File: config.mk
export PLATFORM = sky130hd
export DESIGN_NAME = req_queue
export DESIGN_NICKNAME = d
export VERILOG_FILES = /design/src/source/gat_mem_pkg.sv /design/src/source/req_queue.sv
export SDC_FILE = /design/constraint.sdc
export NUM_CORES = 1
export LEC_CHECK = 0
export BUFFER_PORTS_ARGS = -buffer_cell sky130_fd_sc_hd__buf_2
export CAP_MARGIN = 25
export CELL_PAD_IN_SITES_DETAIL_PLACEMENT = 1
export CELL_PAD_IN_SITES_GLOBAL_PLACEMENT = 2
export CORE_ASPECT_RATIO = 1.75
export CORE_MARGIN = 3
export CORE_UTILIZATION = 45
export CTS_CLUSTER_SIZE = 8
export DETAILED_ROUTE_END_ITERATION = 16
export GPL_ROUTABILITY_DRIVEN = 0
export PLACE_DENSITY_LB_ADDON = 0.3
export SYNTH_ARGS = -nofsm -noshare
export SYNTH_HDL_FRONTEND = slang
export SYNTH_SLANG_ARGS = --single-unit
File: constraint.sdc
create_clock -name clk -period 2.4 [get_ports clk]
set_input_delay 0.24 -clock clk [delete_from_list [all_inputs] [get_ports clk]]
set_output_delay 0.24 -clock clk [all_outputs]
set_load 0.005 [all_outputs]
File: src/source/gat_mem_pkg.sv
package gat_mem_pkg;

  // ================================================
  // Sizes
  // ================================================

  // Quantized feature or weight value
  localparam int VALUE_W   = 8;
  // Column index carried by a sparse H entry
  localparam int COL_IDX_W = 11;
  // Word of the new-feature store
  localparam int FEAT_W    = 32;

  // Bank depths
  localparam int H_DEPTH    = 256;
  localparam int WGT_DEPTH  = 64;
  localparam int FEAT_DEPTH = 64;

  // Shared address field sized for the deepest bank
  localparam int ADDR_W = 8;

  // Request queue entries and starting credits per requester
  localparam int CREDIT_DEPTH = 4;

  localparam int NUM_PORTS = 3;

  // ================================================
  // Codes
  // ================================================

  typedef enum logic [1:0] {
    bank_h    = 2'd0,
    bank_wgt  = 2'd1,
    bank_feat = 2'd2
  } bank_e;

  // Also used as the index of a requester in per-port arrays
  typedef enum logic [1:0] {
    port_host  = 2'd0,
    port_conv1 = 2'd1,
    port_conv2 = 2'd2
  } port_e;

  // ================================================
  // Bank words and bus structs
  // ================================================

  typedef struct packed {
    logic [VALUE_W-1:0]   value;
    logic [COL_IDX_W-1:0] col_idx;
  } h_word_t;

  typedef logic [VALUE_W-1:0] wgt_word_t;

  typedef logic [FEAT_W-1:0] feat_word_t;

  // Narrow banks use only the low bits of wdata
  typedef struct packed {
    bank_e             bank;
    logic              we;
    logic [ADDR_W-1:0] addr;
    logic [FEAT_W-1:0] wdata;
  } mem_req_t;

  // Read data zero-extended from the bank word
  typedef struct packed {
    port_e             port;
    logic [FEAT_W-1:0] rdata;
  } mem_rsp_t;

endpackage

File: src/source/req_queue.sv
module req_queue
  import gat_mem_pkg::*;
(
  input  logic     clk,
  input  logic     rst_n,
  input  logic     req_valid,
  input  mem_req_t req,
  output logic     head_valid,
  output mem_req_t head,
  input  logic     pop,
  output logic     credit
);

  localparam int PTR_W = $clog2(CREDIT_DEPTH);
  localparam int CNT_W = $clog2(CREDIT_DEPTH + 1);

  mem_req_t         entries [CREDIT_DEPTH];
  logic [PTR_W-1:0] wr_ptr;
  logic [PTR_W-1:0] rd_ptr;
  logic [CNT_W-1:0] count;

  // Wrap at the queue depth
  function automatic logic [PTR_W-1:0] next_ptr(input logic [PTR_W-1:0] ptr);
    if (ptr == PTR_W'(CREDIT_DEPTH - 1)) begin
      return '0;
    end
    return ptr + 1'b1;
  endfunction

  assign head_valid = (count != '0);
  assign head       = entries[rd_ptr];

  // ================================================
  // Pointers, occupancy and credit return
  // ================================================

  always_ff @(posedge clk) begin
    if (!rst_n) begin
      wr_ptr <= '0;
      rd_ptr <= '0;
      count  <= '0;
      credit <= 1'b0;
    end else begin
      if (req_valid) begin
        wr_ptr <= next_ptr(wr_ptr);
      end
      if (pop) begin
        rd_ptr <= next_ptr(rd_ptr);
      end
      case ({req_valid, pop})
        2'b10:   count <= count + 1'b1;
        2'b01:   count <= count - 1'b1;
        default: count <= count;
      endcase
      // One credit back for every released entry
      credit <= pop;
    end
  end

  // Entry storage
  always_ff @(posedge clk) begin
    if (req_valid) begin
      entries[wr_ptr] <= req;
    end
  end

endmodule

Word level (Yosys, flattened, before mapping)
Memories as Yosys holds them, arrays and structs flattened. A register that Yosys moved wholly into a read port is not among the register bits. Index checks and enable logic that the tools add are counted.

Equal/unequal tests: 4. Add/subtract/negate cells: 4. Reduce and logical (&&, ||, !) cells: 2. Multiplexer cells: 15.

Operators with widths (number): two-way mux 2 bit (6); two-way mux 1 bit (8); equality test 2 bit, second input constant (3); one-hot mux 3 bit (2 select lines) (1); adder 2 x 1 -> 2 bit, second input constant (2); adder 3 x 1 -> 3 bit, second input constant (1); nonzero test 3 bit (1); subtractor 3 x 1 -> 3 bit, second input constant (1); equality test 2 x 1 -> 1 bit, second input constant (1); nonzero test 2 bit (1).

Memories: 1. RAM bits: 172. Input bits: 47. Bits in registers: 8. Word-level logic and storage cells: 30. Output and inout bits: 45.

Memory list: entries (depth 4, bits a word 43, read ports 1, clocked after Yosys merged registers in 1, wr ports 1, line req_queue.sv:17) `mem_req_t entries [CREDIT_DEPTH];`.

Logic depth before layout (Yosys ltp)
Depth after elaboration: 7. Mapped depth: 6. Mapped depth without buffers: 6.

Worst setup path before layout
Ideal clock, no wire load.

Path type: reg-to-reg. Start: reg wr_ptr[0]. End: mem entries[2][0] in the netlist's numbering, enable pin. Path slack: 0.409 ns. Library setup time: 0.405 ns. Arrival time: 1.586 ns. Cell stages (with the launch flop): 4. Buffers on the path: 0. Path through: dfxtp_1 -> inv_1 -> ha_1 -> and2_1.

RTL lines: from (decl) (line req_queue.sv:18) `logic [PTR_W-1:0] wr_ptr;`; from (signal assigned) (line req_queue.sv:45) `wr_ptr <= next_ptr(wr_ptr);`; to (decl) (line req_queue.sv:17).

No word-level cell before the write port.

==> results.sh <==
export IMPL_status="completed"
export IMPL_pwr_share_comb_pct=8.3
export IMPL_h_tree_depth=4
export IMPL_layout_worst_path_cycle_share_pct=92.3
export IMPL_ys_seq_elements=182
export IMPL_via_per_inst=5.36
export IMPL_worstSetupPathType="reg2out"
export IMPL_mostFrequentLayoutCell="edfxtp_1"
export IMPL_hold_class="in2reg"
export IMPL_die_h_um=168
export IMPL_synth_cell_types=21
export IMPL_irDropWorstVdd_uv=513
export IMPL_worstSkewPairLatency_ns=0.43
export IMPL_post_cts_setup_buffer_count=0
export IMPL_rsz0062_at_grt="false"
export IMPL_cts_buffers_inserted=17
export IMPL_io_buffers=91
export IMPL_finalHoldViolations=0
export IMPL_clock_skew_ns=0.0104
export IMPL_post_cts_resized=0
export IMPL_grt_max_degree=41
export IMPL_netSwitchingFraction_pct=21.5
export IMPL_grt_pass1_vias=3462
export IMPL_relSlewSlack_pct=68.5
export IMPL_num_vias=3069
export IMPL_path_max_fanout=18
export IMPL_area_growth_synth_to_final_pct=19.3
export IMPL_cpPeakStageDelay_ns=0.62
export IMPL_finalInstanceArea_mm2=0.00803
export IMPL_fp_dieArea_mm2=0.0165
export IMPL_cp_data_required_time_ns=2.16
export IMPL_clk_pin_slew_ns=0.07
export IMPL_syn_inst=269
export IMPL_cts_max_path_buffers=2
export IMPL_critPathArrivalTime_ns=1.98
export IMPL_report_final_slew_viol_count=0
export IMPL_wl_per_cell_um=22.3
export IMPL_period_needed_ns=2.22
export IMPL_critical_path_slowest_cell="dfxtp_4"
export IMPL_worst_pin_slew_ns=0.472
export IMPL_yosysWarnings=0
export IMPL_n_antenna_cell=0
export IMPL_antenna_found_initial=2
export IMPL_cts_hold_buffers=0
export IMPL_overflow=0
export IMPL_p_per_area_mw_per_mm2=867
export IMPL_clock_root_buffer="clkbuf_16"
export IMPL_internal_power_mw=5.47
export IMPL_startpoint_type="flip-flop"
export IMPL_synth_nets=323
export IMPL_drt_initial_drc_count=175
export IMPL_cts_sinks=182
export IMPL_antenna_left=0
export IMPL_final_nets=434
export IMPL_max_freq_ghz=0.451
export IMPL_layout_common_cells="edfxtp_1 (172), buf_2 (91), mux4_2 (40)"
export IMPL_post_route_util_pct=55.3
export IMPL_post_dp_cell_area_mm2=0.00745
export IMPL_grt_usage_pct=16.7
export IMPL_ys_seq_area_share_pct=79.7
export IMPL_p_leak_nw=2.76
export IMPL_drc=0
export IMPL_seqPwrFrac_pct=52.7
export IMPL_finalWirelength_um=12800
export IMPL_syn_area_mm2=0.00673
export IMPL_setup_viol=0
export IMPL_setup_tns_ns=0
export IMPL_floorplan_die_width_um=98.5
export IMPL_path_cells="buf_12 -> mux4_1 -> buf_2"
export IMPL_grt_pass1_wl_um=20100
export IMPL_clkPwrFrac_pct=39.0
export IMPL_drive_gt1_share_pct=45.0
export IMPL_fill_cells=1297
export IMPL_switchingPower_mw=1.50
export IMPL_core_area_mm2=0.0145
export IMPL_initial_core_util_pct=46.4
export IMPL_dp_hpwl_um=8540
export IMPL_multi_input_area_mm2=0.00124
export IMPL_cts_tree="done"
export IMPL_syn_area_per_cell_um2=25.0
export IMPL_ioPinCount=92
export IMPL_rows=58
export IMPL_crit_path_end_kind="output port"
export IMPL_seq_area_mm2=0.00537
export IMPL_maxCapViolCount=0
export IMPL_firstDrtPassIters=4
[path summary, 6_finish.rpt]
path                            slack (ns)              startpoint  depth (start not counted)                        to
worst max-delay path                  0.18               flip-flop                          3                  head[41]
worst min register to register        0.51   count[2]$_SDFFE_PN0P_                          2     count[2]$_SDFFE_PN0P_
worst min-delay path                  0.03                 req[40]                          1  entries[1][40]$_DFFE_PP_
worst max register to register        0.71  wr_ptr[0]$_SDFFE_PN0P_                          4  entries[0][14]$_DFFE_PP_
[through the flow]
step / worst slack [ns] / power, mW / cells / hold WS [ns]
finish: 0.184 / 6.97 / 573 / 0.0289
global route: 0.0596 / 7.23 / 573 / 0.0123
CTS: 0.113 / 7.05 / 573 / 0.00660
detailed placement: 0.542 / 4.34 / 541 / 0.459
global placement: 0.605 / 4.31 / 541 / 0.451
floorplan: 0.409 / 4.06 / 269 / 0.339
[power groups by stage]
stage                     Combinational (mW)  Clock (mW)  Sequential, mW
after floorplan                        0.350           0            3.71
after global placement                 0.583           0            3.73
final                                  0.579        2.72            3.67
after detailed placement               0.598           0            3.74
after global routing                   0.639        2.91            3.68
after CTS                              0.599        2.78            3.67
[cells in the mapped netlist]
master    number  area [um2]
a21boi_0       1        7.51
and2_1         6        37.5
buf_12         4        80.1
buf_2          4        20.0
buf_6          1        11.3
clkbuf_1       1        3.75
dfxtp_1       10         200
edfxtp_1     172        5160
fa_1           1        20.0
ha_1           6        75.1
inv_1          3        11.3
mux2i_1        4        40.0
mux4_1         3        78.8
mux4_2        40         901
nor2_1         2        7.51
nor2b_1        4        25.0
nor3_1         1        5.00
o21a_1         1        7.51
o21ai_0        1        5.00
or3_1          2        12.5
xnor2_1        2        17.5
[area by class of cell]
cell class / instances / area share, %
Sequential cell: 182 / 66.9
Multi-Input combinational cell: 74 / 15.5
Timing Repair Buffer: 102 / 7.48
Clock buffer: 20 / 5.44
Tap cell: 180 / 2.80
Clock inverter: 12 / 1.79
Inverter: 3 / 0.140
[critical path: cells and delay by family, from the launching register on]
kind	cells	cell delay, ns
flip-flops	1	0.62
buffers and inverters	2	0.36
multiplexers	1	0.56
[state kept, by name, indices dropped and copies added, names as in the netlist, named ones only]
name     cells
credit       1
count        3
wr_ptr       2
entries    172
rd_ptr       2
[routing by layer]
| metal | up-vias | part of all wire, % | track usage [%] |
|---|---|---|---|
| li1 | 1364 | - | - |
| met1 | 1617 | 37 | 19.0 |
| met2 | 63 | 57 | 29.9 |
| met3 | 21 | 4.0 | 4.31 |
| met4 | 4 | 1.6 | 6.24 |
| met5 | - | 0.14 | 0 |
[cell families after synthesis]
group           share of synthesized area (%)
flops                                    79.7
fa+ha+maj                                1.41
compound gates                          0.297
buf+inv                                  1.88
mux                                      15.1
xor+xnor                                0.260
simple gates                             1.30
(Power assumes the default switching activity.)
