==> src/source/gat_mem_pkg.sv <==
package gat_mem_pkg;

  // ================================================
  // Sizes
  // ================================================

  // Quantized feature or weight value
  localparam int VALUE_W   = 8;
  // Column index carried by a sparse H entry
  localparam int COL_IDX_W = 11;
  // Word of the new-feature store
  localparam int FEAT_W    = 32;

  // Bank depths
  localparam int H_DEPTH    = 256;
  localparam int WGT_DEPTH  = 64;
  localparam int FEAT_DEPTH = 64;

  // Shared address field sized for the deepest bank
  localparam int ADDR_W = 8;

  // Request queue entries and starting credits per requester
  localparam int CREDIT_DEPTH = 4;

  localparam int NUM_PORTS = 3;

  // ================================================
  // Codes
  // ================================================

  typedef enum logic [1:0] {
    bank_h    = 2'd0,
    bank_wgt  = 2'd1,
    bank_feat = 2'd2
  } bank_e;

  // Also used as the index of a requester in per-port arrays
  typedef enum logic [1:0] {
    port_host  = 2'd0,
    port_conv1 = 2'd1,
    port_conv2 = 2'd2
  } port_e;

  // ================================================
  // Bank words and bus structs
  // ================================================

  typedef struct packed {
    logic [VALUE_W-1:0]   value;
    logic [COL_IDX_W-1:0] col_idx;
  } h_word_t;

  typedef logic [VALUE_W-1:0] wgt_word_t;

  typedef logic [FEAT_W-1:0] feat_word_t;

  // Narrow banks use only the low bits of wdata
  typedef struct packed {
    bank_e             bank;
    logic              we;
    logic [ADDR_W-1:0] addr;
    logic [FEAT_W-1:0] wdata;
  } mem_req_t;

  // Read data zero-extended from the bank word
  typedef struct packed {
    port_e             port;
    logic [FEAT_W-1:0] rdata;
  } mem_rsp_t;

endpackage

==> src/source/port_arbiter.sv <==
module port_arbiter
  import gat_mem_pkg::*;
(
  input  logic                 gat_layer,
  input  logic [NUM_PORTS-1:0] head_valid,
  input  mem_req_t             heads [NUM_PORTS],
  output logic [NUM_PORTS-1:0] pop,
  output logic                 grant_valid,
  output mem_req_t             grant,
  output port_e                grant_port
);

  port_e engine_port;
  logic  host_valid;
  logic  engine_valid;
  port_e win_port;

  // ================================================
  // Fixed priority with the host first
  // ================================================

  // Layer 0 runs conv1, layer 1 runs conv2
  assign engine_port = gat_layer ? port_conv2 : port_conv1;

  assign host_valid   = head_valid[port_host];
  // The idle engine's queue is simply not looked at
  assign engine_valid = head_valid[engine_port];

  always_comb begin
    if (host_valid) begin
      win_port = port_host;
    end else begin
      win_port = engine_port;
    end
  end

  assign grant_valid = host_valid || engine_valid;
  assign grant_port  = win_port;
  assign grant       = heads[win_port];

  // ================================================
  // Pop the winning queue in the grant cycle
  // ================================================

  always_comb begin
    pop = '0;
    if (grant_valid) begin
      pop[win_port] = 1'b1;
    end
  end

endmodule

==> config.mk <==
export PLATFORM = sky130hd
export DESIGN_NAME = port_arbiter
export DESIGN_NICKNAME = d
export VERILOG_FILES = /design/src/source/gat_mem_pkg.sv /design/src/source/port_arbiter.sv
export SDC_FILE = /design/constraint.sdc
export NUM_CORES = 1
export LEC_CHECK = 0
export BUFFER_PORTS_ARGS = -buffer_cell sky130_fd_sc_hd__buf_2
export CAP_MARGIN = 20
export CORE_AREA = 4 4 69 71
export DETAILED_ROUTE_END_ITERATION = 12
export DIE_AREA = 0 0 73 75
export PLACE_DENSITY = 0.74
export RECOVER_POWER = 100
export SETUP_SLACK_MARGIN = 0.02
export SYNTH_ARGS = -nofsm -noshare
export SYNTH_HDL_FRONTEND = slang
export SYNTH_SLANG_ARGS = --single-unit
==> constraint.sdc <==
create_clock -name vclk -period 1
set_clock_uncertainty 0.2 [all_clocks]
set_input_delay 0.1 -clock vclk [all_inputs]
set_output_delay 0.1 -clock vclk [all_outputs]
set_load 0.03 [all_outputs]
Word level (Yosys, flattened, before mapping)

Index checks and enable logic that the tools add are counted.

Register bits: 0
Bits of input ports: 133
Logic and storage cells: 17

Reduce and logical (&&, ||, !) cells: 2
Magnitude comparators: 4
Mux-type cells: 10
Bitwise operators: 1

Operator list:

| cell                                                               | count |
|---|---|
| binary-select mux 43 bit (select 2 bit)                            | 1 |
| 2-to-1 mux 43 bit                                                  | 2 |
| < comparator 2 x 3 -> 1 bit (second input constant)                | 2 |
| 2-to-1 mux 2 bit                                                   | 2 |
| greater-or-equal comparator 3 bit (second input constant)          | 1 |
| 2-to-1 mux 3 bit                                                   | 1 |
| NOT 2 -> 3 bit                                                     | 1 |
| binary-select mux 1 bit (select 2 bit)                             | 1 |
| demux 1 bit (select 2 bit)                                         | 1 |
| greater-or-equal comparator 2 x 1 -> 1 bit (second input constant) | 1 |
| 2-to-1 mux 1 bit                                                   | 2 |
| logical AND 1 bit                                                  | 1 |
| logical OR 1 bit                                                   | 1 |

Longest topological paths before layout

Gate-level depths: netlist of run 1.

Depth in word-level cells: 7
Gate-level depth with buffers: 5
Depth with buffers taken out: 2

Worst setup path after synthesis of run 1

No wires, ideal clock.

Kind: input to output
Start: input port head_valid[0]
End: output port pop[1]
Arrival time: 1.202 ns
Path buffers: 2
Cell stages on the path: 4
Setup slack: -0.502 ns
Cells stage by stage: buf_2 -> buf_6 -> nor2_1 -> and2_1

Cells in the longest elaborated chain, start to end: 6

RTL lines:

| item                                                                                                            | RTL line           | RTL |
|---|---|---|
| start, declared                                                                                                 | port_arbiter.sv:5  | `input logic [NUM_PORTS-1:0] head_valid,` |
| 2-to-1 mux 2 bit (*)                                                                                            | port_arbiter.sv:30 | `if (host_valid) begin` |
| named net grant_port[0]                                                                                         | port_arbiter.sv:10 | `output port_e grant_port` |
| < comparator 2 x 3 -> 1 bit (implied by the code) or greater-or-equal comparator 2 x 1 -> 1 bit (tied branches) | port_arbiter.sv:48 | `pop[win_port] = 1'b1;` |
| logical AND 1 bit (implied by the code)                                                                         | port_arbiter.sv:48 |  |
| 2-to-1 mux 1 bit (implied by the code)                                                                          | port_arbiter.sv:48 |  |
| demux 1 bit (select 2 bit) (*)                                                                                  | port_arbiter.sv:48 |  |
| 2-to-1 mux 3 bit (*)                                                                                            | port_arbiter.sv:47 | `if (grant_valid) begin` |
| end, declared                                                                                                   | port_arbiter.sv:7  | `output logic [NUM_PORTS-1:0] pop,` |

Mark *: on every way through the listed nets, which the timed path passes. The rest lies on a longest branch. The select of a mux whose other input is x is not followed.

==> results of run 1 <==
[final cells by class]
class	instances	area, um2	area share [%]
multi-input combinational	135	1810	49.8
tap	52	65.1	1.79
timing repair buffer	205	1760	48.5
[worst max-delay path by stage]
| stage | slack (ps) | from | end |
|---|---|---|---|
| 2_1_floorplan | -120 | gat_layer | pop[1] |
| 3_3_place_gp | -340 | gat_layer | grant[20] |
| 3_5_place_dp | -360 | gat_layer | grant[20] |
| 4_1_cts | -210 | gat_layer | grant[20] |
| 5_1_grt | -240 | gat_layer | grant[24] |
| 6_report | -220 | gat_layer | grant[24] |
[critical path, stage by stage]
cell	delay, ps
buf_16	150
buf_16	170
mux2i_4	200
o21ai_4	150
buf_6	160
[per-stage QoR]
step,utilization [%],cells,TNS [ps]
6_report,85.9,392,-8350
5_1_grt,85.9,392,-9690
4_1_cts,84.8,392,-8120
3_5_place_dp,56.9,378,-14010
3_3_place_gp,56.9,378,-13220
2_1_floorplan,-,151,-1860
[repair_timing]
action,CTS,global route
gates resized for setup,195,12
setup endpoints to repair,49,48
cloned,12,0
pin swaps,12,0
hold buffers,0,0
setup buffers,2,0
[placed cells by master (no fill, tap or decap), types with 2 or more instances in the layout]
| cell | instances |
|---|---|
| mux2i_2 | 3 |
| and2_4 | 2 |
| buf_6 | 49 |
| mux2i_4 | 40 |
| buf_16 | 12 |
| buf_12 | 5 |
| nand2_1 | 42 |
| bufbuf_16 | 2 |
| buf_4 | 4 |
| o21ai_2 | 7 |
| o21ai_4 | 36 |
| buf_8 | 2 |
| buf_2 | 131 |
[metal layers]
metal  up-vias  GRT usage [%]  wire [um]
met5         -              0          0
met4         0           3.07         97
met3        12           7.21        794
met2       125           54.4       4500
met1       931           25.5       2290
li1        919              -          -
[kinds of logic (layout without fill, tap and decap cells)]
group,Yosys count,count (layout),share of synthesized area [%]
AOI/OAI and AO/OA,44,44,23.3
buffers and inverters,16,205,12.0
muxes,43,43,44.8
and+or+nand+nor,48,48,19.8
[power by group]
part,internal (mW),total (mW),switching (mW)
combinational,1.14,2.24,1.10
sequential,0,0,0
clock,0,0,0
==> impl_metrics.env, run 1 <==
export IMPL_seq_area_um2=0
export IMPL_std_cell_rows=24
export IMPL_routabilityCongestion=0.748
export IMPL_drt_iter0_drc=53
export IMPL_post_drt_wl_per_cell_um=19.6
export IMPL_vias_per_cell=5.07
export IMPL_cp_start_kind="input pin"
export IMPL_ys_types=14
export IMPL_finish_instance_area_um2=3640
export IMPL_synthCells=151
export IMPL_layout_setup_ws_ps=-223
export IMPL_ios=182
export IMPL_routed_wl_mm=7.68
export IMPL_synth_top_cells_by_count="mux2i_1 (43), nand2_1 (43), o21ai_1 (34)"
export IMPL_grt_use_total_pct=26.0
export IMPL_p_leak_nw=1.59
export IMPL_core_um2=4230
export IMPL_grt_pass1_wl_mm=10.9
export IMPL_min_path_type="in -> out"
export IMPL_hold_depth=4
export IMPL_placed_area_um2=2410
export IMPL_synth_largest_area_cell="mux2i_1"
export IMPL_seq_area_frac_synth_pct=0
export IMPL_slew_violations=0
export IMPL_die_h_um=75
export IMPL_setup_viol_count_final=47
export IMPL_nFlopsAndLatches=0
export IMPL_hold_violations=0
export IMPL_p_per_area_nw_per_um2=615
export IMPL_min_from="heads[125]"
export IMPL_critical_path_class="in -> out"
export IMPL_peakVddDrop_mv=0.345
export IMPL_netlist_area_leader_share_pct=44.9
export IMPL_synth_nets=284
export IMPL_max_cap_viol_count=0
export IMPL_dr_pass1_iters=4
export IMPL_synthesis_area_um2=960
export IMPL_yosys_top_cells_area="mux2i_1 (45%), o21ai_1 (18%), nand2_1 (17%)"
export IMPL_cp_arrival_ps=920
export IMPL_grt_pass1_vias=2136
export IMPL_finalCritPeriodShare_pct=122
export IMPL_grt_max_degree=14
export IMPL_pre_cts_ws_ps=-356
export IMPL_worst_pin_slew_ps=184
export IMPL_drtAntennaViolNets=0
export IMPL_min_to="grant[39]"
export IMPL_hpwl_mm=4.29
export IMPL_area_delta_synth_final_pct=279
export IMPL_fin_crit_ps=1220
export IMPL_slew_headroom_pct=87.5
export IMPL_port_buffers=182
export IMPL_rsz0062_at_grt="true"
export IMPL_max_freq_mhz=818
export IMPL_antenna_cells=0
export IMPL_drc=0
export IMPL_status="complete, but fails checks"
export IMPL_violations="setup timing"
export IMPL_cp_end_kind="primary output"
export IMPL_hold_worst_slack_ps=307
export IMPL_nets=475
export IMPL_die_area_um2=5480
export IMPL_drive_above_1_share_pct=87.1
export IMPL_antenna_found_initial=0
export IMPL_n_fill_cell=207
export IMPL_nClkBuffers=0
export IMPL_cp_max_fo=8
export IMPL_globalRouteOverflowTotal=0
export IMPL_syn_avg_cell_area_um2=6.36
export IMPL_finalPower_mw=2.24
export IMPL_start_util_pct=22.7
export IMPL_synth_warnings=0
export IMPL_cp_required_ps=700
export IMPL_via_count=1987
export IMPL_die_w_um=73
Note: power is estimated with default switching activity, not from simulation.
==> run 2: changes to the inputs <==
PLACE_DENSITY = 0.75   (was 0.74)
==> run 2 against run 1 <==
  * The flow still finishes with violations (setup timing)
  * Final area fell by 6.4%
  * Power fell by 6.1%
  * Maximum frequency rose by 1.1%
  * Sequential share of layout area did not move
  * Flip-flop and latch count did not move
  * Critical path depth did not move
  * Die area did not move
  * Routed wire length fell by 7.5%
  * Non-clock buffer count fell by 8
  * Global-route usage fell by 2.4 points
  * Critical endpoint is now grant[28]
  * Largest power group unchanged
==> impl_metrics.env, run 2 (synthesis gave the netlist of run 1 again) <==
export IMPL_status="complete, but fails checks"
export IMPL_violations="setup timing"
export IMPL_max_cap_viol_count=0
export IMPL_cp_slowest_cell="mux2i_4"
export IMPL_core_um2=4230
export IMPL_port_buffers=182
export IMPL_cp_max_fo=7
export IMPL_n_fill_cell=253
export IMPL_area_delta_synth_final_pct=255
export IMPL_dr_pass1_iters=4
export IMPL_final_cell_mix="buf_2 (131), buf_6 (48), nand2_1 (43), mux2i_4 (36), o21ai_4 (36)"
export IMPL_die_h_um=75
export IMPL_drc=0
export IMPL_std_cell_rows=24
export IMPL_antenna_found_initial=1
export IMPL_p_per_area_nw_per_um2=617
export IMPL_grt_pass1_wl_mm=10.0
export IMPL_routabilityCongestion=0.708
export IMPL_fin_cells=385
export IMPL_ios=182
export IMPL_die_w_um=73
export IMPL_cp_arrival_ps=910
export IMPL_post_drt_wl_per_cell_um=18.4
export IMPL_cp_buffers_inverters=3
export IMPL_slowest_delay_ps=200
export IMPL_start_util_pct=22.7
export IMPL_layout_setup_ws_ps=-210
export IMPL_die_area_um2=5480
export IMPL_rsz0062_at_grt="true"
export IMPL_cp_end_kind="primary output"
export IMPL_via_count=1954
export IMPL_path_cells="buf_16, buf_16, mux2i_4, o21ai_4, buf_6"
export IMPL_hold_depth=4
export IMPL_setup_viol_count_final=47
export IMPL_nets=467
export IMPL_vias_per_cell=5.08
export IMPL_cpLargestDelayFamily="buffers and inverters"
export IMPL_hold_worst_slack_ps=311
export IMPL_p_leak_nw=1.50
export IMPL_slew_violations=0
export IMPL_place_inst=377
export IMPL_peakVddDrop_mv=0.370
export IMPL_grt_pass1_vias=1970
export IMPL_globalRouteOverflowTotal=0
export IMPL_grt_use_total_pct=23.5
export IMPL_min_path_type="in -> out"
export IMPL_min_from="heads[124]"
export IMPL_drtAntennaViolNets=0
export IMPL_min_to="grant[38]"
export IMPL_post_cts_buffers=0
export IMPL_nFlopsAndLatches=0
export IMPL_hold_violations=0
export IMPL_pre_cts_ws_ps=-379
export IMPL_drt_iter0_drc=81
export IMPL_ctsHoldBuffers=0
export IMPL_worst_pin_slew_ps=191
export IMPL_seq_area_um2=0
export IMPL_slew_headroom_pct=87.0
export IMPL_finalCritPeriodShare_pct=121
export IMPL_final_common_cell="buf_2"
export IMPL_cp_required_ps=700
export IMPL_fin_crit_ps=1210
export IMPL_cp_start_kind="input pin"
export IMPL_nClkBuffers=0
export IMPL_routed_wl_mm=7.10
export IMPL_critical_path_class="in -> out"
export IMPL_cp_common_cell="buf_16"
export IMPL_drive_above_1_share_pct=84.6
export IMPL_multi_input_area_um2=1750
export IMPL_max_freq_mhz=826
export IMPL_grt_max_degree=17
export IMPL_finalPower_mw=2.10
export IMPL_hpwl_mm=4.25
run 2: worst max-delay path by stage:
stage                    from         to  slack, ps  depth (start not counted)
finish              gat_layer  grant[28]       -210                          5
global placement    gat_layer   grant[2]       -320                          5
global route        gat_layer  grant[30]       -220                          5
detailed placement  gat_layer  grant[11]       -380                          5
CTS                 gat_layer  grant[30]       -210                          5
floorplan           gat_layer     pop[1]       -120                          4
run 2: timing repair:
action,4_1_cts,5_1_grt
pin swaps,10,1
gates cloned,8,0
resized for setup,175,10
endpoints found under the setup margin,49,48
run 2: report_power, final:
group	switching (mW)	total [mW]	internal (mW)
combinational	1.06	2.10	1.05
clock	0	0.000000134	0.000000134
sequential	0	0	0
total	1.06	2.10	1.05
run 2: cell type report:
class / instances / share of cell area, %
antenna: 1 / 0.0734
multi-input combinational: 135 / 51.4
tap: 52 / 1.91
timing repair buffer: 197 / 46.6
run 2: per-layer routing:
layer | wire length (um) | part of all wire [%] | global-route usage (%)
met5 | 0 | 0 | 0
met4 | 143 | 2.0 | 5.74
met3 | 716 | 10 | 4.67
met2 | 4060 | 57 | 47.1
met1 | 2180 | 31 | 24.9
run 2: through the flow:
| step | TNS [ps] | cell area, um2 | utilization (%) |
|---|---|---|---|
| floorplan | -1860 | 1480 | - |
| global placement | -12970 | 2410 | 57.0 |
| detailed placement | -13830 | 2410 | 57.0 |
| CTS | -7880 | 3360 | 79.3 |
| global route | -9070 | 3410 | 80.5 |
| finish | -7760 | 3410 | 80.5 |
==> run 3: changes to the inputs <==
CORE_AREA = 4 4 68 70   (was 4 4 69 71)
DIE_AREA = 0 0 72 74   (was 0 0 73 75)
GPL_TIMING_DRIVEN = 0   (was unset)
PLACE_DENSITY = 0.77   (was 0.75)
clock period = 1.56 ns   (was 1 ns; I/O delays follow)
==> run 3 against run 2 <==
  * The run now ends clean
  * Flip-flop and latch count is the same
  * Via count decreased by 11%
  * Count of clock-buffer cells in the layout unchanged
  * Largest power group unchanged
==> impl_metrics.env, run 3 (synthesis gave the netlist of run 1 again) <==
export IMPL_status="complete, no violations"
export IMPL_endpoint="grant[31]"
export IMPL_vias_per_cell=4.57
export IMPL_nFlopsAndLatches=0
export IMPL_cp_required_ps=1200
export IMPL_antenna_found_initial=0
export IMPL_fin_setup_tns_ps=0
export IMPL_die_w_um=72
export IMPL_fin_crit_ps=1440
export IMPL_port_buffers=180
export IMPL_final_cell_mix="buf_2 (140), mux2i_1 (43), nand2_1 (43), clkbuf_2 (39), o21ai_1 (34)"
export IMPL_place_inst=381
export IMPL_cp_max_fo=10
export IMPL_min_path_type="in -> out"
export IMPL_post_cts_buffers=0
export IMPL_die_area_um2=5330
export IMPL_rsz0062_at_grt="true"
export IMPL_worst_pin_slew_ps=447
export IMPL_cp_arrival_ps=1080
export IMPL_globalRouteOverflowTotal=0
export IMPL_post_drt_wl_per_cell_um=12.8
export IMPL_nClkBuffers=0
export IMPL_hpwl_mm=4.17
export IMPL_cp_slowest_cell="buf_2"
export IMPL_peakVddDrop_mv=0.179
export IMPL_hold_depth=4
export IMPL_n_fill_cell=424
export IMPL_critical_path_class="in -> out"
export IMPL_ctsHoldBuffers=0
export IMPL_slew_violations=0
export IMPL_path_cells="buf_2, buf_6, clkbuf_4, nand2_1, o21ai_1, buf_2"
export IMPL_final_common_cell="buf_2"
export IMPL_drive_above_1_share_pct=56.8
export IMPL_grt_pass1_wl_mm=7.56
export IMPL_die_h_um=74
export IMPL_drc=0
export IMPL_via_count=1741
export IMPL_max_cap_viol_count=0
export IMPL_slowest_delay_ps=220
export IMPL_ios=182
export IMPL_drtAntennaViolNets=0
export IMPL_cp_common_cell="buf_2"
export IMPL_fin_cells=381
export IMPL_routabilityCongestion=0.826
export IMPL_finalCritPeriodShare_pct=92.1
export IMPL_hold_violations=0
export IMPL_dr_pass1_iters=4
export IMPL_cp_end_kind="primary output"
export IMPL_antenna_cells=0
export IMPL_grt_pass1_vias=1776
export IMPL_core_um2=3970
export IMPL_area_delta_synth_final_pct=101
export IMPL_start_util_pct=24.2
export IMPL_grt_use_total_pct=16.8
export IMPL_cp_start_kind="input pin"
export IMPL_setup_viol_count_final=0
export IMPL_max_freq_mhz=696
export IMPL_drt_iter0_drc=30
export IMPL_routed_wl_mm=4.88
export IMPL_nets=466
export IMPL_p_leak_nw=1.20
export IMPL_slew_headroom_pct=70.2
export IMPL_grt_max_degree=11
export IMPL_critPathLaunch="head_valid[0]"
export IMPL_p_per_area_nw_per_um2=378
export IMPL_seq_area_um2=0
export IMPL_std_cell_rows=23
run 3: worst min path at each step:
| stage | start | to | slack, ps |
|---|---|---|---|
| 2_1_floorplan | head_valid[1] | pop[1] | 330 |
| 3_3_place_gp | heads[95] | grant[9] | 470 |
| 3_5_place_dp | heads[93] | grant[7] | 480 |
| 4_1_cts | heads[99] | grant[13] | 480 |
| 5_1_grt | heads[102] | grant[16] | 490 |
| 6_report | heads[125] | grant[39] | 470 |
run 3: layout make-up:
class / instances / area (um2) / area share [%]
tap: 50 / 62.6 / 3.25
timing repair buffer: 180 / 893 / 46.4
multi-input combinational: 135 / 847 / 44.0
buffer: 16 / 123 / 6.37
run 3: layer usage:
metal | share of wire [%] | global-route usage [%]
met1 | 35 | 19.1
met3 | 9.6 | 2.03
met2 | 55 | 34.6
met5 | 0 | 0
met4 | 0.25 | 0.835
run 3: through the flow:
stage / cell area [um2] / utilization (%) / hold WS [ps] / worst slack, ps / power [mW]
detailed placement: 1930 / 48.5 / 476 / 59.3 / 0.730
global route: 1930 / 48.5 / 494 / 13.3 / 0.791
global placement: 1930 / 48.5 / 468 / 68.5 / 0.718
finish: 1930 / 48.5 / 475 / 124 / 0.727
floorplan: 962 / - / 329 / 22.4 / 0.436
CTS: 1930 / 48.5 / 477 / 59.8 / 0.732
run 3: what timing repair did:
item	in CTS	in global routing
gates resized for setup	0	8
endpoints found under the setup margin	0	27
endpoints found under the hold margin	0	0
run 3: critical path: cells and delay by family:
family	cells	cell delay [ps]
buffers and inverters	4	780
AOI/OAI and AO/OA	1	90
and+or+nand+nor	1	60
run 3: where the power goes:
part | internal [mW] | switching, mW
logic | 0.295 | 0.432
registers | 0 | 0
clock network | 0 | 0
total | 0.295 | 0.432
