`config.mk`:
```
export PLATFORM = sky130hd
export DESIGN_NAME = bank_router
export DESIGN_NICKNAME = d
export VERILOG_FILES = /design/src/source/gat_mem_pkg.sv /design/src/source/bank_router.sv
export SDC_FILE = /design/constraint.sdc
export NUM_CORES = 1
export LEC_CHECK = 0
export BUFFER_PORTS_ARGS = -buffer_cell sky130_fd_sc_hd__buf_2
export CORE_AREA = 3 3 88 90
export DETAILED_ROUTE_END_ITERATION = 8
export DIE_AREA = 0 0 91 93
export GPL_ROUTABILITY_DRIVEN = 0
export PLACE_DENSITY_LB_ADDON = 0.3
export SLEW_MARGIN = 20
export SYNTH_ARGS = -nofsm -noshare
export SYNTH_HDL_FRONTEND = slang
export SYNTH_SLANG_ARGS = --single-unit
```
`constraint.sdc`:
```
create_clock -name clk -period 2 [get_ports clk]
set_clock_uncertainty 0.2 [all_clocks]
set_input_delay 0.4 -clock clk [delete_from_list [all_inputs] [get_ports clk]]
set_output_delay 0.4 -clock clk [all_outputs]
set_load 0.03 [all_outputs]
```
`src/source/gat_mem_pkg.sv`:
```
package gat_mem_pkg;

  // ================================================
  // Sizes
  // ================================================

  // Quantized feature or weight value
  localparam int VALUE_W   = 8;
  // Column index carried by a sparse H entry
  localparam int COL_IDX_W = 11;
  // Word of the new-feature store
  localparam int FEAT_W    = 32;

  // Bank depths
  localparam int H_DEPTH    = 256;
  localparam int WGT_DEPTH  = 64;
  localparam int FEAT_DEPTH = 64;

  // Shared address field sized for the deepest bank
  localparam int ADDR_W = 8;

  // Request queue entries and starting credits per requester
  localparam int CREDIT_DEPTH = 4;

  localparam int NUM_PORTS = 3;

  // ================================================
  // Codes
  // ================================================

  typedef enum logic [1:0] {
    bank_h    = 2'd0,
    bank_wgt  = 2'd1,
    bank_feat = 2'd2
  } bank_e;

  // Also used as the index of a requester in per-port arrays
  typedef enum logic [1:0] {
    port_host  = 2'd0,
    port_conv1 = 2'd1,
    port_conv2 = 2'd2
  } port_e;

  // ================================================
  // Bank words and bus structs
  // ================================================

  typedef struct packed {
    logic [VALUE_W-1:0]   value;
    logic [COL_IDX_W-1:0] col_idx;
  } h_word_t;

  typedef logic [VALUE_W-1:0] wgt_word_t;

  typedef logic [FEAT_W-1:0] feat_word_t;

  // Narrow banks use only the low bits of wdata
  typedef struct packed {
    bank_e             bank;
    logic              we;
    logic [ADDR_W-1:0] addr;
    logic [FEAT_W-1:0] wdata;
  } mem_req_t;

  // Read data zero-extended from the bank word
  typedef struct packed {
    port_e             port;
    logic [FEAT_W-1:0] rdata;
  } mem_rsp_t;

endpackage

```
`src/source/bank_router.sv`:
```
module bank_router
  import gat_mem_pkg::*;
(
  input  logic              clk,
  input  logic              rst_n,
  input  logic              grant_valid,
  input  mem_req_t          grant,
  input  port_e             grant_port,
  // H store
  output logic              h_en,
  output logic              h_we,
  output logic [ADDR_W-1:0] h_addr,
  output h_word_t           h_wdata,
  input  h_word_t           h_rdata,
  // Weight store
  output logic              wgt_en,
  output logic              wgt_we,
  output logic [ADDR_W-1:0] wgt_addr,
  output wgt_word_t         wgt_wdata,
  input  wgt_word_t         wgt_rdata,
  // New-feature store
  output logic              feat_en,
  output logic              feat_we,
  output logic [ADDR_W-1:0] feat_addr,
  output feat_word_t        feat_wdata,
  input  feat_word_t        feat_rdata,
  output logic              rsp_valid,
  output mem_rsp_t          rsp
);

  localparam int H_W = $bits(h_word_t);

  port_e rd_port_q;
  bank_e rd_bank_q;

  // ================================================
  // Request decode
  // ================================================

  assign h_en    = grant_valid && (grant.bank == bank_h);
  assign wgt_en  = grant_valid && (grant.bank == bank_wgt);
  assign feat_en = grant_valid && (grant.bank == bank_feat);

  assign h_we    = grant.we;
  assign wgt_we  = grant.we;
  assign feat_we = grant.we;

  assign h_addr    = grant.addr;
  assign wgt_addr  = grant.addr;
  assign feat_addr = grant.addr;

  // Truncate the shared write data to each bank's word
  assign h_wdata    = h_word_t'(grant.wdata[H_W-1:0]);
  assign wgt_wdata  = grant.wdata[VALUE_W-1:0];
  assign feat_wdata = grant.wdata;

  // ================================================
  // Read tag one cycle behind the bank access
  // ================================================

  always_ff @(posedge clk) begin
    if (!rst_n) begin
      rsp_valid <= 1'b0;
    end else begin
      rsp_valid <= grant_valid && !grant.we;
    end
  end

  always_ff @(posedge clk) begin
    rd_port_q <= grant_port;
    rd_bank_q <= grant.bank;
  end

  assign rsp.port = rd_port_q;

  always_comb begin
    case (rd_bank_q)
      bank_h:    rsp.rdata = {{(FEAT_W - H_W){1'b0}}, h_rdata};
      bank_wgt:  rsp.rdata = {{(FEAT_W - VALUE_W){1'b0}}, wgt_rdata};
      bank_feat: rsp.rdata = feat_rdata;
      default:   rsp.rdata = '0;
    endcase
  end

endmodule

```
* Word level (Yosys, flattened, before mapping)
Index checks and enable logic that the tools add are counted.
Storage, ports and cells: output and inout port bits 124, word-level logic and storage cells 15, input port bits 107, register bits 5
Cells by class: reductions and logical operators 7, mux-type cells 1, eq/ne operators 4
Operators by type and width (count):
- one-hot mux 32 bit (3 select lines) | 1
- == test 2 x 1 -> 1 bit, second input constant | 2
- == test 2 bit, second input constant | 2
- logical AND 1 bit | 4
- logical NOT 2 bit | 2
- logical NOT 1 bit | 1

* Depth between registers and ports, before layout
Gate-level depths: netlist (run 1).
word-level depth 2, mapped depth 4, gate-level depth less buffers 2

* Least setup slack after synthesis (run 1)
OpenSTA, ideal clock, no wires.
path type in2out, start in grant[42] (netlist bit), end out h_en, arrival 1.136 ns, stages on the path 1, buffers on the path 0, data required time 1.400 ns, setup slack 0.264 ns, cell sequence nor3b_1
On the way: cells in the longest elaborated chain, start to end 2
RTL lines:
- start: declaration | RTL line bank_router.sv:7 | input mem_req_t grant,
- logical NOT 2 bit | RTL line bank_router.sv:40 | assign h_en = grant_valid && (grant.bank == bank_h);
- logical AND 1 bit | RTL line bank_router.sv:40
- end: declaration | RTL line bank_router.sv:10 | output logic h_en,
No other way between the ends.

==> results of run 1 <==
how the worst max path moves through the flow:
stage / endpoint / depth (start not counted) / slack [ns]
after floorplan: h_en / 1 / 0.26
after global placement: rsp[2] / 4 / 0.27
after detailed placement: rsp[31] / 4 / 0.25
after CTS: rsp[31] / 4 / 0.01
after global routing: rsp[5] / 4 / 0.003
final: rsp[31] / 4 / 0.08
registers in the layout (all words and copies together) (netlist names):
name       flops
rsp_valid      1
rd_port_q      2
rd_bank_q      2
cell usage after synthesis:
| cell | instances |
|---|---|
| nor2_1 | 11 |
| and3b_1 | 3 |
| buf_4 | 87 |
| buf_6 | 1 |
| o2bb2ai_1 | 8 |
| mux2i_1 | 19 |
| clkbuf_2 | 1 |
| and2_1 | 13 |
| and2b_1 | 1 |
| nor3b_1 | 1 |
| buf_2 | 2 |
| buf_8 | 1 |
| dfxtp_1 | 5 |
cells by family (layout without fill, tap and decap cells):
family,count (synthesis),count (layout),share of synthesized area (%)
flops,5,5,8.21
buf+inv,92,115,57.0
simple gates,29,29,13.5
mux,19,19,15.6
compound gates,8,8,5.75
per-stage QoR:
step | power, µW | worst slack (ns) | hold slack, ns
after floorplan | 596 | 0.264 | 0.228
after global placement | 398 | 0.266 | 0.304
after detailed placement | 399 | 0.245 | 0.304
after CTS | 591 | 0.0109 | 0.0736
after global routing | 624 | 0.00345 | 0.0720
final | 582 | 0.0766 | 0.0803
layout by cell type, fill, tap and decap left out, drive strengths merged:
| cell type | count |
|---|---|
| and2b | 1 |
| buf | 111 |
| nor2 | 11 |
| mux2i | 19 |
| and2 | 13 |
| clkbuf | 4 |
| dfxtp | 5 |
| and3b | 3 |
| o2bb2ai | 8 |
| nor3b | 1 |
power groups by stage:
stage / clock, µW / sequential [µW] / combinational (µW)
6_report: 185 / 107 / 289
5_1_grt: 203 / 108 / 313
4_1_cts: 193 / 107 / 291
3_5_place_dp: 0 / 108 / 290
3_3_place_gp: 0 / 108 / 290
2_1_floorplan: 0 / 115 / 482
layout make-up:
cell class	instances	share of cell area (%)
well taps	99	9.77
multi-input cells	56	33.6
flip-flops and latches	5	7.90
clock buffers	4	3.55
repair buffers	111	45.2
metal layers:
metal | track usage [%] | up-vias | part of all wire (%)
li1 | - | 452 | -
met1 | 6.40 | 386 | 34
met2 | 11.0 | 76 | 47
met3 | 3.70 | 15 | 16
met4 | 3.02 | 0 | 2.7
met5 | 0 | - | 0
worst max-delay path: stages, from the launching register on:
cell and delay [ns]:
dfxtp_1 0.33, and2b_2 0.28, buf_4 0.17, and2_1 0.15
buf_2 0.17
==> impl_results.md, run 1 <==
- Ranking of synthesized cells by area: buf_4 54%, mux2i_1 16%, dfxtp_1 8.2%
- Critical path arrival: 1.32 ns
- Initial Util: 17.1%
- Leakage: 0.000753 µW
- Vias in the first global route: 930
- Initial drt markers: 11
- Hold path start: grant_port[1]
- Max Root-Sink Buffers: 2
- Setup bufs post-CTS: 0
- RSZ-0062 raised after global routing: no
- Placed cell areas: 1210 µm²
- DRT Pass-1 Iters: 4
- CTS tree: done
- Post-Route Utilization: 17.8%
- Final setup TNS: 0 ns
- Largest net degree at the start of global routing: 20
- P_int: 359 µW
- Crit. Startpoint: rd_bank_q[0]
- Footprint of the multi-input gates: 425 µm²
- Final hold vios: 0
- CORE AREA: 7140 µm²
- Post-DR wirelength/cell: 10.8 µm
- Root buf cell: clkbuf_8
- Fillers: 842
- Seq pwr share: 18.5%
- Worst hold endpoint: rd_port_q[1]
- Synth top area share: 53.6%
- Top-Level Pins: 231
- Nets: 284
- Post-synthesis sequential area ratio: 8.21%
- Clock power frac: 31.8%
- Status: finished, final reports clean
- Hold path cells: 1
- Placed Cells: 271
- FF/Latch Area: 100 µm²
- Final setup fails: 0
- Cell row count: 31
- Slew margin rel.: 86.0%
- First-pass GRT wire length: 4450 µm
- Non-Filler Instances: 275
- Ys Warns: 0
- Overall routing resource usage: 6.47%
- Minimum clock period: 1.92 ns
- Die Wd: 91 µm
- Peak Freq: 520 MHz
- Combinational Power Share: 49.7%
- Share of cells above drive strength 1: 65.3%
- Dpl hpwl: 2480 µm
- Max Transition Viols Final: 0
- Via count: 929
- Yosys reg bits: 5
- DIE AREA: 8460 µm²
- Total grt overflow: 0
- Initial antenna violation count: 0
- Drc violations: 0
- Req. time, crit path: 1.40 ns
- Mapped cell area: 1220 µm²
- Post-DRT Antenna Nets: 0
- CTS Buf Count: 3
- Max Cap Viol: 0
- Fin crit share: 96.2%
- CP Launch Type: flop
- Via density: 3.38
- Area Overhead vs Synth: 4.00%
- Final Cell Area: 1270 µm²
- Syn Area/Cell: 7.97 µm²
- H-Tree Depth: 1
- Critical path type: flop to output pin
- Post-CTS Hold Buffers: 0
- Sw Ratio: 38.2%
- Worst Hold Class: input pin to flop
- DIE HEIGHT: 93 µm
- Post-CTS Resized: 0
- Sink Count: 5
- Psw: 222 µW
- Max Fanout on Critical Path: 8
- Largest area contributor in the netlist: buf_4
- Syn Nets: 260
- Peak supply drop: 0.159 mV
- Clk slew on worst S/H paths: 0.04 ns
- Synth cell types: 13
- # port buffers: 107
- Crit. End Element: output pin
- Ant. Diodes: 0
- P per Cell Area: 459 nW/µm²
- Drt total wl: 2980 µm
- Worst slew pin tran: 0.211 ns
- Post-synthesis cell count: 153
(Power assumes the default switching activity.)
==> run 2: changes to the inputs <==
CTS_CLUSTER_DIAMETER = 120   (was not set)
GPL_TIMING_DRIVEN = 1   (was not set)
MAX_ROUTING_LAYER = met4   (was not set)
==> impl_results.md, run 2 (synthesis gave the netlist of run 1 again) <==
- Status: finished, final reports clean
- CTS Buf Count: 3 (unchanged)
- Slew margin rel.: 86.0% (unchanged)
- Clk slew on worst S/H paths: 0.04 ns (about the same)
- Most frequent cells in the layout: 107 x buf_2, 19 x mux2i_1, 13 x and2_1
- Psw: 222 µW (about the same)
- CP max stage delay: 0.33 ns (about the same)
- DRT Pass-1 Iters: 4 (unchanged)
- Max Transition Viols Final: 0 (unchanged)
- Nets: 284 (unchanged)
- Clock power frac: 31.8% (about the same)
- Post-DR wirelength/cell: 10.8 µm (unchanged)
- Leakage: 0.000753 µW (unchanged)
- Critical path cell sequence: and2b_2 -> buf_4 -> and2_1 -> buf_2
- P_int: 359 µW (unchanged)
- Largest net degree at the start of global routing: 20 (unchanged)
- Vias in the first global route: 930 (unchanged)
- Ant. Diodes: 0 (unchanged)
- Root buf cell: clkbuf_8
- Max Root-Sink Buffers: 2 (unchanged)
- Power Total: 582 µW (about the same)
- Critical path arrival: 1.32 ns (about the same)
- Cell row count: 31 (unchanged)
- Initial Util: 17.1% (unchanged)
- Peak Freq: 520 MHz (unchanged)
- Max Cap Viol: 0 (unchanged)
- DIE HEIGHT: 93 µm (unchanged)
- CORE AREA: 7140 µm² (unchanged)
- Drc violations: 0 (unchanged)
- Minimum clock period: 1.92 ns (unchanged)
- # port buffers: 107 (unchanged)
- Initial antenna violation count: 0 (unchanged)
- H-Tree Depth: 1 (unchanged)
- Slowest-stage cell, CP: dfxtp_1
- Footprint of the multi-input gates: 425 µm² (unchanged)
- Final hold vios: 0 (unchanged)
- Most common cell after layout, fill and taps aside: buf_2
- Post-CTS Hold Buffers: 0 (unchanged)
- Post-DRT Antenna Nets: 0 (unchanged)
- Via density: 3.38 (unchanged)
- Worst Hold Class: input pin to flop
- Biggest regs: rd_bank_q (2), rd_port_q (2), rsp_valid (1)
- First-pass GRT wire length: 4450 µm (unchanged)
- Fin crit share: 96.2% (unchanged)
- Crit. End Element: output pin
- Initial drt markers: 9 (-2)
- CP Launch Type: flop
- Die Wd: 91 µm (unchanged)
- Via count: 929 (unchanged)
- Worst slew pin tran: 0.211 ns (unchanged)
- Placed Cells: 271 (unchanged)
- Combinational Power Share: 49.7% (about the same)
- DIE AREA: 8460 µm² (unchanged)
- RSZ-0062 raised after global routing: no
- Top-Level Pins: 231 (unchanged)
- CTS tree: done
- Sink Count: 5 (unchanged)
- FF/Latch Area: 100 µm² (unchanged)
- Critical path type: flop to output pin
- Share of cells above drive strength 1: 65.3% (unchanged)
- P per Cell Area: 459 nW/µm² (about the same)
- Non-Filler Instances: 275 (unchanged)
- Drt total wl: 2980 µm (unchanged)
- Overall routing resource usage: 6.65% (+0.18 points)
- Final setup fails: 0 (unchanged)
- Sw Ratio: 38.2% (about the same)
- Seq pwr share: 18.5% (about the same)
- Final setup TNS: 0 ns (unchanged)
- Max Fanout on Critical Path: 8 (unchanged)
- Req. time, crit path: 1.40 ns (about the same)
- Total grt overflow: 0 (unchanged)
- Setup bufs post-CTS: 0 (unchanged)
- Peak supply drop: 0.159 mV (unchanged)
- Dpl hpwl: 2480 µm (unchanged)
- Area Overhead vs Synth: 4.00% (unchanged)
- Fillers: 842 (unchanged)
==> run 2: cell counts in the layout (fill, tap and decap cells not counted) <==
Identical to the previous run, type by type.
==> run 2: stage by stage <==
step | area, µm² | hold WS [ns] | util (%) | setup WS [ns]
after floorplan | 1220 | 0.228 | - | 0.264
after global placement | 1210 | 0.304 | 17.0 | 0.266
after detailed placement | 1210 | 0.304 | 17.0 | 0.245
after CTS | 1260 | 0.0736 | 17.6 | 0.0109
after global routing | 1270 | 0.0720 | 17.8 | 0.00345
final | 1270 | 0.0803 | 17.8 | 0.0766
==> run 2: area by class of cell <==
type | instances | share of cell area (%)
clock buffers | 4 | 3.55
well taps | 99 | 9.77
repair buffers | 111 | 45.2
multi-input cells | 56 | 33.6
flip-flops and latches | 5 | 7.90
==> run 2: worst max-delay path: cells and delay by family (launching register included) <==
family | cells | cell delay (ns)
buffers and inverters | 2 | 0.34
flip-flops | 1 | 0.33
AND/OR/NAND/NOR | 2 | 0.43
==> run 2: worst paths after layout <==
check / start / to / slack [ns] / cells after the start
worst max-delay path: rd_bank_q[0] / rsp[31] / 0.08 / 4
worst min-delay path: grant_port[1] / rd_port_q[1] / 0.08 / 1
==> run 2: routing by layer <==
metal	GRT usage [%]	vias to the layer above	part of all wire, %
li1	-	452	-
met2	11.0	76	47
met5	-	-	0
met1	6.45	386	35
met3	3.62	15	15
met4	3.02	0	2.7
==> run 2: repair_timing <==
item / in CTS / in global routing
hold endpoints to repair: 0 / 0
setup endpoints to repair: 0 / 20
resized for setup: 0 / 3
==> run 2: power by group through the flow <==
stage | Sequential, µW | Combinational (µW) | Clock [µW]
after floorplan | 115 | 482 | 0
after global placement | 108 | 290 | 0
after detailed placement | 108 | 290 | 0
after CTS | 107 | 291 | 193
after global routing | 108 | 313 | 203
final | 107 | 289 | 185
==> run 3: changes to the inputs <==
HOLD_SLACK_MARGIN = 0.12   (was not set)
==> impl_results.md, run 3 (synthesis gave the netlist of run 1 again) <==
- Status: finished, final reports clean
- Max Fanout on Critical Path: 8 (unchanged)
- Clock power frac: 31.7% (about the same)
- Top-Level Pins: 231 (unchanged)
- Sw Ratio: 38.1% (-0.13 points)
- Most common cell after layout, fill and taps aside: buf_2
- CTS tree: done
- Worst Hold Class: input pin to flop
- Hold path start: grant[42]
- Max Root-Sink Buffers: 2 (unchanged)
- Setup bufs post-CTS: 0 (unchanged)
- Leakage: 0.000762 µW (+1.1%)
- Post-DR wirelength/cell: 10.8 µm (-0.19%)
- First-pass GRT wire length: 4520 µm (+1.6%)
- Share of cells above drive strength 1: 64.6% (-0.73 points)
- Critical path arrival: 1.32 ns (about the same)
- Nets: 286 (+0.70%)
- Seq pwr share: 18.4% (about the same)
- Initial drt markers: 9 (unchanged)
- P_int: 362 µW (+0.70%)
- Largest net degree at the start of global routing: 20 (unchanged)
- Initial antenna violation count: 0 (unchanged)
- Cell row count: 31 (unchanged)
- H-Tree Depth: 1 (unchanged)
- Fin crit share: 96.2% (unchanged)
- Die Wd: 91 µm (unchanged)
- Via density: 3.38 (about the same)
- Final setup TNS: 0 ns (unchanged)
- Total grt overflow: 0 (unchanged)
- Final setup fails: 0 (unchanged)
- Biggest regs: rd_bank_q (2), rd_port_q (2), rsp_valid (1)
- CTS Buf Count: 3 (unchanged)
- Post-Route Utilization: 18.0% (+0.28 points)
- Crit. End Element: output pin
- Req. time, crit path: 1.40 ns (about the same)
- Combinational Power Share: 49.9% (+0.2 points)
- Placed Cells: 271 (unchanged)
- Post-DRT Antenna Nets: 0 (unchanged)
- Psw: 223 µW (+0.13%)
- RSZ-0062 raised after global routing: no
- Most frequent cells in the layout: 107 x buf_2, 19 x mux2i_1, 13 x and2_1
- Max Transition Viols Final: 0 (unchanged)
- Fillers: 841 (-0.12%)
- P per Cell Area: 454 nW/µm² (-1.1%)
- Peak Freq: 520 MHz (unchanged)
- Peak supply drop: 0.161 mV (+0.75%)
- Sink Count: 5 (unchanged)
- CORE AREA: 7140 µm² (unchanged)
- Dpl hpwl: 2480 µm (unchanged)
- Ant. Diodes: 0 (unchanged)
- Final hold vios: 0 (unchanged)
- Slew margin rel.: 86.0% (about the same)
- Worst hold endpoint: rd_bank_q[1]
- Non-Filler Instances: 277 (+0.73%)
- DRT Pass-1 Iters: 4 (unchanged)
- Overall routing resource usage: 6.75% (+0.10 points)
- CP Launch Type: flop
- Root buf cell: clkbuf_8
- # port buffers: 107 (unchanged)
- Vias in the first global route: 943 (+1.4%)
- Via count: 935 (+0.65%)
- Drc violations: 0 (unchanged)
- Crit. Startpoint: rd_bank_q[0]
- Area Overhead vs Synth: 5.65%
- Hold path cells: 1 (unchanged)
- Drt total wl: 2990 µm (+0.54%)
- Critical path type: flop to output pin
- Worst slew pin tran: 0.211 ns (-0.000193 ns)
- DIE HEIGHT: 93 µm (unchanged)
- Initial Util: 17.1% (unchanged)
- Minimum clock period: 1.92 ns (unchanged)
- Max Cap Viol: 0 (unchanged)
- DIE AREA: 8460 µm² (unchanged)
- Clk slew on worst S/H paths: 0.03 ns (about the same)
## run 3: cell types whose count changed in the layout (fill, tap and decap cells not counted)
cell	delta
dlygate4sd3_1	+2
## run 3: layer usage
layer  GRT usage [%]  wire length [µm]  up-vias
met1            6.55              1030      388
met4            3.02                80        0
met2            11.2              1420       76
met5               -                 0        -
li1                -                 -      456
met3            3.62               462       15
## run 3: worst max path at each step
| stage | to |
|---|---|
| 6_report | rsp[31] |
| 5_1_grt | rsp[5] |
| 4_1_cts | rsp[31] |
| 3_5_place_dp | rsp[31] |
| 3_3_place_gp | rsp[2] |
| 2_1_floorplan | h_en |
## run 3: layout make-up
class	instances	area, µm²	area share, %
clock buffers	4	45.0	3.50
multi-input cells	56	425	33.0
flip-flops and latches	5	100	7.77
well taps	99	124	9.62
repair buffers	113	593	46.1
## run 3: per-stage QoR
step / total power [µW] / instance area (µm²) / worst slack (ns) / hold WS (ns)
finish: 584 / 1290 / 0.0766 / 0.139
global route: 627 / 1290 / 0.00345 / 0.142
CTS: 594 / 1280 / 0.0109 / 0.134
detailed placement: 399 / 1210 / 0.245 / 0.304
global placement: 398 / 1210 / 0.266 / 0.304
floorplan: 596 / 1220 / 0.264 / 0.228
## run 3: repair_timing
action,CTS,global route
hold buffers,2,0
endpoints found under the setup margin,0,20
endpoints found under the hold margin,2,0
resized for setup,0,3
## run 3: power by group through the flow
| stage | Sequential (µW) | Clock [µW] | Combinational [µW] |
|---|---|---|---|
| 2_1_floorplan | 115 | 0 | 482 |
| 3_3_place_gp | 108 | 0 | 290 |
| 3_5_place_dp | 108 | 0 | 290 |
| 4_1_cts | 107 | 193 | 294 |
| 5_1_grt | 108 | 203 | 317 |
| 6_report | 107 | 185 | 292 |
## run 3: worst max-delay path, cell delays in order (launching register included)
cell	delay [ns]
dfxtp_1	0.33
and2b_2	0.28
buf_4	0.17
and2_1	0.15
buf_2	0.17
